**config.mk**
```make
export PLATFORM = sky130hd
export DESIGN_NAME = iq_upconverter
export DESIGN_NICKNAME = d
export VERILOG_FILES = /design/src/logic/iq_upconv_pkg.sv /design/src/logic/sin_cos_iq_gen.sv /design/src/logic/iq_mixer.sv /design/src/logic/if_combiner.sv /design/src/logic/iq_upconverter.sv
export SDC_FILE = /design/constraint.sdc
export NUM_CORES = 1
export LEC_CHECK = 0
export BUFFER_PORTS_ARGS = -buffer_cell sky130_fd_sc_hd__buf_2
export CAP_MARGIN = 20
export CORE_MARGIN = 1
export CORE_UTILIZATION = 45
export DETAILED_ROUTE_END_ITERATION = 8
export PLACE_DENSITY = 0.69
export SYNTH_ARGS = -nofsm -noshare
export SYNTH_HDL_FRONTEND = slang
export SYNTH_SLANG_ARGS = --single-unit
```
**constraint.sdc**
```tcl
create_clock -name clk -period 7.3 [get_ports clk]
set_input_delay 1.825 -clock clk [delete_from_list [all_inputs] [get_ports clk]]
set_output_delay 1.825 -clock clk [all_outputs]
set_load 0.02 [all_outputs]
```
**src/logic/iq_upconv_pkg.sv**
```systemverilog
package iq_upconv_pkg;

  // Quarter-wave table geometry.
  localparam int LUT_SIZE = 16;
  localparam int PHASE_W  = $clog2(4 * LUT_SIZE);
  localparam int QTR_W    = $clog2(LUT_SIZE);

  // Signed datapath widths.
  localparam int LUT_W    = 12;
  localparam int DATA_W   = 12;
  localparam int OUT_W    = 12;
  localparam int PROD_W   = DATA_W + LUT_W;

  localparam real PI      = 3.14159265358979323846;

  // Quarter of the full sine period, top two phase bits.
  typedef enum logic [1:0] {
    QUAD_0,
    QUAD_1,
    QUAD_2,
    QUAD_3
  } quadrant_e;

  typedef logic signed [LUT_W-1:0] lut_t [LUT_SIZE];

  // First quarter of a sine period, sampled at half-step offsets.
  // The offset keeps the mirrored quarters symmetric without a shared entry.
  function automatic lut_t quarter_sine_lut();
    lut_t lut;
    real  amp;
    real  angle;
    real  value;
    amp = (2.0 ** (LUT_W - 1)) - 1.0;
    for (int k = 0; k < LUT_SIZE; k++) begin
      angle  = 2.0 * PI * (k + 0.5) / (4.0 * LUT_SIZE);
      value  = $sin(angle) * amp;
      lut[k] = LUT_W'($rtoi(value + 0.5));  // All entries positive.
    end
    return lut;
  endfunction

endpackage

```
**src/logic/sin_cos_iq_gen.sv**
```systemverilog
`timescale 1ns/1ps

module sin_cos_iq_gen import iq_upconv_pkg::*; (
  input  logic                     clk,
  input  logic                     rstn,
  input  logic                     en,
  input  logic signed [DATA_W-1:0] i_data,
  input  logic signed [DATA_W-1:0] q_data,
  output logic                     gen_valid,
  output logic signed [LUT_W-1:0]  gen_sin,
  output logic signed [LUT_W-1:0]  gen_cos,
  output logic signed [DATA_W-1:0] gen_i,
  output logic signed [DATA_W-1:0] gen_q
);

  lut_t                    sine_lut;
  logic [PHASE_W-1:0]      phase;
  logic [PHASE_W-1:0]      cos_phase;
  quadrant_e               sin_quad;
  quadrant_e               cos_quad;
  logic [QTR_W-1:0]        sin_idx;
  logic [QTR_W-1:0]        cos_idx;
  logic signed [LUT_W-1:0] sin_val;
  logic signed [LUT_W-1:0] cos_val;

  assign sine_lut  = quarter_sine_lut();
  assign cos_phase = phase + PHASE_W'(LUT_SIZE);  // One quarter ahead.

  // Quadrant from the top bits, table index from the low bits.
  function automatic void decode_phase(
    input  logic [PHASE_W-1:0] p,
    output quadrant_e          quad,
    output logic [QTR_W-1:0]   idx
  );
    quad = quadrant_e'(p[PHASE_W-1:QTR_W]);
    unique case (quad)
      QUAD_0, QUAD_2: idx = p[QTR_W-1:0];
      QUAD_1, QUAD_3: idx = ~p[QTR_W-1:0];  // Falling quarter, read backwards.
    endcase
  endfunction

  // Second half of the period is the negated first half.
  function automatic logic signed [LUT_W-1:0] apply_sign(
    input quadrant_e               quad,
    input logic signed [LUT_W-1:0] entry
  );
    logic signed [LUT_W-1:0] result;
    unique case (quad)
      QUAD_0, QUAD_1: result = entry;
      QUAD_2, QUAD_3: result = -entry;
    endcase
    return result;
  endfunction

  always_comb begin
    decode_phase(phase, sin_quad, sin_idx);
    decode_phase(cos_phase, cos_quad, cos_idx);
    sin_val = apply_sign(sin_quad, sine_lut[sin_idx]);
    cos_val = apply_sign(cos_quad, sine_lut[cos_idx]);
  end

  // Phase steps once per accepted sample.
  always_ff @(posedge clk or negedge rstn) begin
    if (!rstn) begin
      phase <= '0;
    end else if (en) begin
      phase <= phase + 1'b1;  // Natural wrap at the full period.
    end
  end

  always_ff @(posedge clk or negedge rstn) begin
    if (!rstn) begin
      gen_valid <= 1'b0;
      gen_sin   <= '0;
      gen_cos   <= '0;
      gen_i     <= '0;
      gen_q     <= '0;
    end else begin
      gen_valid <= en;
      if (en) begin
        gen_sin <= sin_val;
        gen_cos <= cos_val;
        gen_i   <= i_data;  // Sample stays aligned with its phase.
        gen_q   <= q_data;
      end
    end
  end

endmodule

```
**src/logic/iq_mixer.sv**
```systemverilog
`timescale 1ns/1ps

module iq_mixer import iq_upconv_pkg::*; (
  input  logic                     clk,
  input  logic                     rstn,
  input  logic                     gen_valid,
  input  logic signed [LUT_W-1:0]  gen_sin,
  input  logic signed [LUT_W-1:0]  gen_cos,
  input  logic signed [DATA_W-1:0] gen_i,
  input  logic signed [DATA_W-1:0] gen_q,
  output logic                     mix_valid,
  output logic signed [PROD_W-1:0] prod_ic,
  output logic signed [PROD_W-1:0] prod_qs
);

  logic signed [PROD_W-1:0] ic_full;
  logic signed [PROD_W-1:0] qs_full;

  // Full precision products, no truncation here.
  assign ic_full = gen_i * gen_cos;
  assign qs_full = gen_q * gen_sin;

  always_ff @(posedge clk or negedge rstn) begin
    if (!rstn) begin
      mix_valid <= 1'b0;
    end else begin
      mix_valid <= gen_valid;
    end
  end

  // Products hold their value through idle cycles.
  always_ff @(posedge clk or negedge rstn) begin
    if (!rstn) begin
      prod_ic <= '0;
      prod_qs <= '0;
    end else if (gen_valid) begin
      prod_ic <= ic_full;
      prod_qs <= qs_full;
    end
  end

endmodule

```
**src/logic/if_combiner.sv**
```systemverilog
`timescale 1ns/1ps

module if_combiner import iq_upconv_pkg::*; (
  input  logic                     clk,
  input  logic                     rstn,
  input  logic                     mix_valid,
  input  logic signed [PROD_W-1:0] prod_ic,
  input  logic signed [PROD_W-1:0] prod_qs,
  output logic                     if_valid,
  output logic signed [OUT_W-1:0]  if_data
);

  logic signed [PROD_W:0]  diff;
  logic signed [PROD_W:0]  rounded;
  logic signed [PROD_W:0]  scaled;
  logic                    in_range;
  logic signed [OUT_W-1:0] clamped;

  always_comb begin
    diff    = prod_ic - prod_qs;  // One guard bit for the subtraction.
    rounded = diff + (PROD_W + 1)'(2 ** (LUT_W - 2));
    scaled  = rounded >>> (LUT_W - 1);
    // Fits when all bits above the output sign match it.
    in_range = (&scaled[PROD_W:OUT_W-1]) || !(|scaled[PROD_W:OUT_W-1]);
    if (in_range) begin
      clamped = scaled[OUT_W-1:0];
    end else if (scaled[PROD_W]) begin
      clamped = {1'b1, {(OUT_W - 1){1'b0}}};  // Most negative.
    end else begin
      clamped = {1'b0, {(OUT_W - 1){1'b1}}};  // Most positive.
    end
  end

  always_ff @(posedge clk or negedge rstn) begin
    if (!rstn) begin
      if_valid <= 1'b0;
      if_data  <= '0;
    end else begin
      if_valid <= mix_valid;
      if (mix_valid) begin
        if_data <= clamped;
      end
    end
  end

endmodule

```
**src/logic/iq_upconverter.sv**
```systemverilog
`timescale 1ns/1ps

module iq_upconverter import iq_upconv_pkg::*; (
  input  logic                     clk,
  input  logic                     rstn,
  input  logic                     en,
  input  logic signed [DATA_W-1:0] i_data,
  input  logic signed [DATA_W-1:0] q_data,
  output logic                     if_valid,
  output logic signed [OUT_W-1:0]  if_data
);

  // Generator to mixer.
  logic                     gen_valid;
  logic signed [LUT_W-1:0]  gen_sin;
  logic signed [LUT_W-1:0]  gen_cos;
  logic signed [DATA_W-1:0] gen_i;
  logic signed [DATA_W-1:0] gen_q;

  // Mixer to combiner.
  logic                     mix_valid;
  logic signed [PROD_W-1:0] prod_ic;
  logic signed [PROD_W-1:0] prod_qs;

  sin_cos_iq_gen gen_i0 (
    .clk       (clk),
    .rstn      (rstn),
    .en        (en),
    .i_data    (i_data),
    .q_data    (q_data),
    .gen_valid (gen_valid),
    .gen_sin   (gen_sin),
    .gen_cos   (gen_cos),
    .gen_i     (gen_i),
    .gen_q     (gen_q)
  );

  iq_mixer mixer_i (
    .clk       (clk),
    .rstn      (rstn),
    .gen_valid (gen_valid),
    .gen_sin   (gen_sin),
    .gen_cos   (gen_cos),
    .gen_i     (gen_i),
    .gen_q     (gen_q),
    .mix_valid (mix_valid),
    .prod_ic   (prod_ic),
    .prod_qs   (prod_qs)
  );

  if_combiner combiner_i (
    .clk       (clk),
    .rstn      (rstn),
    .mix_valid (mix_valid),
    .prod_ic   (prod_ic),
    .prod_qs   (prod_qs),
    .if_valid  (if_valid),
    .if_data   (if_data)
  );

endmodule

```
==> impl_metrics.toml <==
[run_status]
status = "completed"

[synth]
synth_top_area_share = 0.319
yosys.area.top_type = "fa_1"
synthAdderAreaFrac = 0.435
synth-simple-area-share = 0.125
synthFlopType = "dfrtp_1"
synth.avg_cell_area_um2 = 9.26
syn_area_um2 = 17300
synth_cell_types = 69
ys_seq_elements = 117
synth_top_family_by_area = "adder cells"
synth-edff-count = 0
ys_top_cells_by_area = "fa_1, dfrtp_1, ha_1"
syn_nets = 2337
ys_warn_count = 0
async_reset_ff_frac = 1.00
seq_area_frac_synth = 0.169
synth-compound-area-share = 0.0910
synthMuxAreaShare = 0.0346
synth_xor_area_frac = 0.0449
synthCells = 1873

[critical_path]
crit_arrival_ns = 6.02
reg2reg_slack_ns = 1.58
startpoint = "gen_i0.gen_sin[0]"
r2r-start = "gen_i0.gen_sin[0]"
cp-end-kind = "register"
slowest_delay_ns = 0.65
worstPathCellList = "nand2_1, inv_1, fa_1, inv_1, fa_1, fa_1, inv_1, fa_1, inv_1, fa_1, inv_1, ha_1, a21o_1, a21oi_1, o21a_1, o21ai_0, o41ai_1, o21ai_0, xnor2_1, mux2i_1"
required_ns = 7.61
crit_type = "register to register"
cp-start-kind = "register"
cp_slowest_cell = "dfrtp_1"
path_max_fanout = 13

[drt]
drc = 0
dr_total_vias = 12200
via_per_inst = 5.14
antenna_left = 0
firstDrtPassIters = 5
drt-initial-drc-count = 752
drt_wl_total_um = 37300
wl_per_cell_um = 15.7

[timing]
slew_headroom = 0.293
tightestPinTransition_ns = 1.06
max_freq_mhz = 175
grt_setup_unrepaired = "no"
finalHoldViolations = 0
setup_viol_count_final = 0
timing.setup.tns_ns = 0
period_minus_slack_ns = 5.72
drv_slew = 0
skew_ns = 0.0115
post-route-period-util = 0.783

[clock_network]
cts_hold_buffers = 0
cts_resized = 0
cts_max_path_buffers = 2
insertion_delay_ns = 0.44
clk_pin_slew_ns = 0.06
cts_sinks = 117
cts_root_buf = "clkbuf_16"
postCtsSetupBuffers = 0
cts_tree = "done"
h-tree-depth = 4
cts_buffers = 17

[global_routing]
antenna_found_initial = 0
grt_pass1_wl_um = 62900
grt_max_degree = 71
gr-total-overflow = 0
grt_pass1_vias = 12800
gr-usage-all-layers = 0.204

[finish]
areaGrowthSynthToFinish_pct = 6.69
diodes = 0
multiInputGateArea_um2 = 12700
fillers = 3515
nNetsFinal = 2321
register_area_um2 = 2930
layout-drive-gt1-share = 0.0738

[worst_hold_path]
hp-class = "register to register"
hold_start = "gen_i0.phase[5]"

[job]
maxCapViolations = 0

[floorplanning]
die-area_um2 = 39300
start_util = 0.459
fp.dieH_um = 198
io_pins = 40
core_area_um2 = 37800
fp.dieW_um = 198
num_rows = 71

[placed_design]
hpwl_um = 30100
gp_congestion = 0.870
portBuffers = 39
[layout make-up]
type / count / area share
multi-input cells: 1295 / 0.685
flip-flops and latches: 117 / 0.158
inverters: 383 / 0.0777
well taps: 511 / 0.0346
clock buffers: 18 / 0.0237
repair buffers: 43 / 0.0123
clock inverters: 14 / 0.00892
[sequential cells by signal, indices dropped and copies added, names as in the netlist]
| name | cells |
|---|---|
| mixer_i.prod_ic | 24 |
| mixer_i.prod_qs | 24 |
| combiner_i.if_data | 12 |
| gen_i0.gen_cos | 12 |
| gen_i0.gen_i | 12 |
| gen_i0.gen_q | 12 |
| gen_i0.gen_sin | 12 |
| gen_i0.phase | 6 |
| combiner_i.if_valid | 1 |
| gen_i0.gen_valid | 1 |
| mixer_i.mix_valid | 1 |
[through the flow]
step	area (um^2)	std cells	utilization	hold WS (ns)	worst slack, ns
after detailed placement	17900	2349	0.474	0.498	1.53
final	18500	2381	0.490	0.505	1.58
after global routing	18500	2381	0.490	0.522	1.23
after floorplan	17300	1873	-	0.426	1.95
after CTS	18500	2381	0.490	0.509	1.53
after global placement	17900	2349	0.474	0.488	1.75
[per-layer routing]
layer / part of all wire / GRT usage
met1: 0.45 / 0.275
met2: 0.47 / 0.330
met3: 0.056 / 0.0426
met4: 0.017 / 0.0554
met5: 0 / 0
[worst max-delay path: cells and delay by family (launching register included)]
family | cells | cell delay, ns
adders and majority gates | 6 | 2.73
AOI/OAI and AO/OA | 6 | 1.38
DFF | 1 | 0.65
buffers and inverters | 5 | 0.38
and+or+nand+nor | 1 | 0.18
xor gates and xnor gates | 1 | 0.17
muxes | 1 | 0.09
[worst paths after layout]
kind	endpoint	cells past startpoint
worst max-delay path	mixer_i.prod_qs[22]	20
worst min-delay path	gen_i0.phase[5]	1
worst max register to register	mixer_i.prod_qs[22]	20
worst min register to register	gen_i0.phase[5]	1
max in group asynchronous	gen_i0.gen_valid	2
min in group asynchronous	gen_i0.gen_i[11]	1
[cells in the mapped netlist (2+ instances only)]
master and count:
a2111oi_0 3, xnor2_1 55, a2111o_1 2, a21oi_1 57, a221oi_1 4, o31a_1 3, nand4_1 6, fa_1 276
o211ai_1 9, nor4_1 2, dfrtp_1 117, a21boi_0 3, o21ai_0 51, a31oi_1 22, o31ai_1 3, nor2_1 91
mux2i_1 6, o21bai_1 5, mux2_2 46, nor3_1 11, clkbuf_1 63, and3_1 7, inv_1 381, nand2b_1 13
xor2_2 2, a21o_1 19, ha_1 161, a211oi_2 2, o2111ai_1 2, nand3_1 15, xor2_1 27, o22ai_1 2
and2_1 89, o21ai_2 2, nand2_1 240, o21a_1 16, buf_4 2, a211oi_1 10, buf_1 9, a221o_1 3
buf_2 2, nor2b_1 6, o311ai_0 2
[logic make-up (layout without fill, tap and decap cells)]
family,count (synthesis),after routing
mux,53,53
simple gates,484,484
fa+ha+maj,437,437
flops,117,117
buf+inv,461,458
xor+xnor,85,85
compound gates,236,236
[cells in the final DEF (no fill, tap or decap), drive strengths merged, types with 54 or more instances in the layout]
cell type	count
ha	161
dfrtp	117
and2	89
fa	276
o21ai	54
inv	390
a21oi	57
nand2	240
nor2	91
xnor2	56
Power is not shown: default switching activity piles up to over one toggle a cycle in this logic, so the estimate is an artifact.
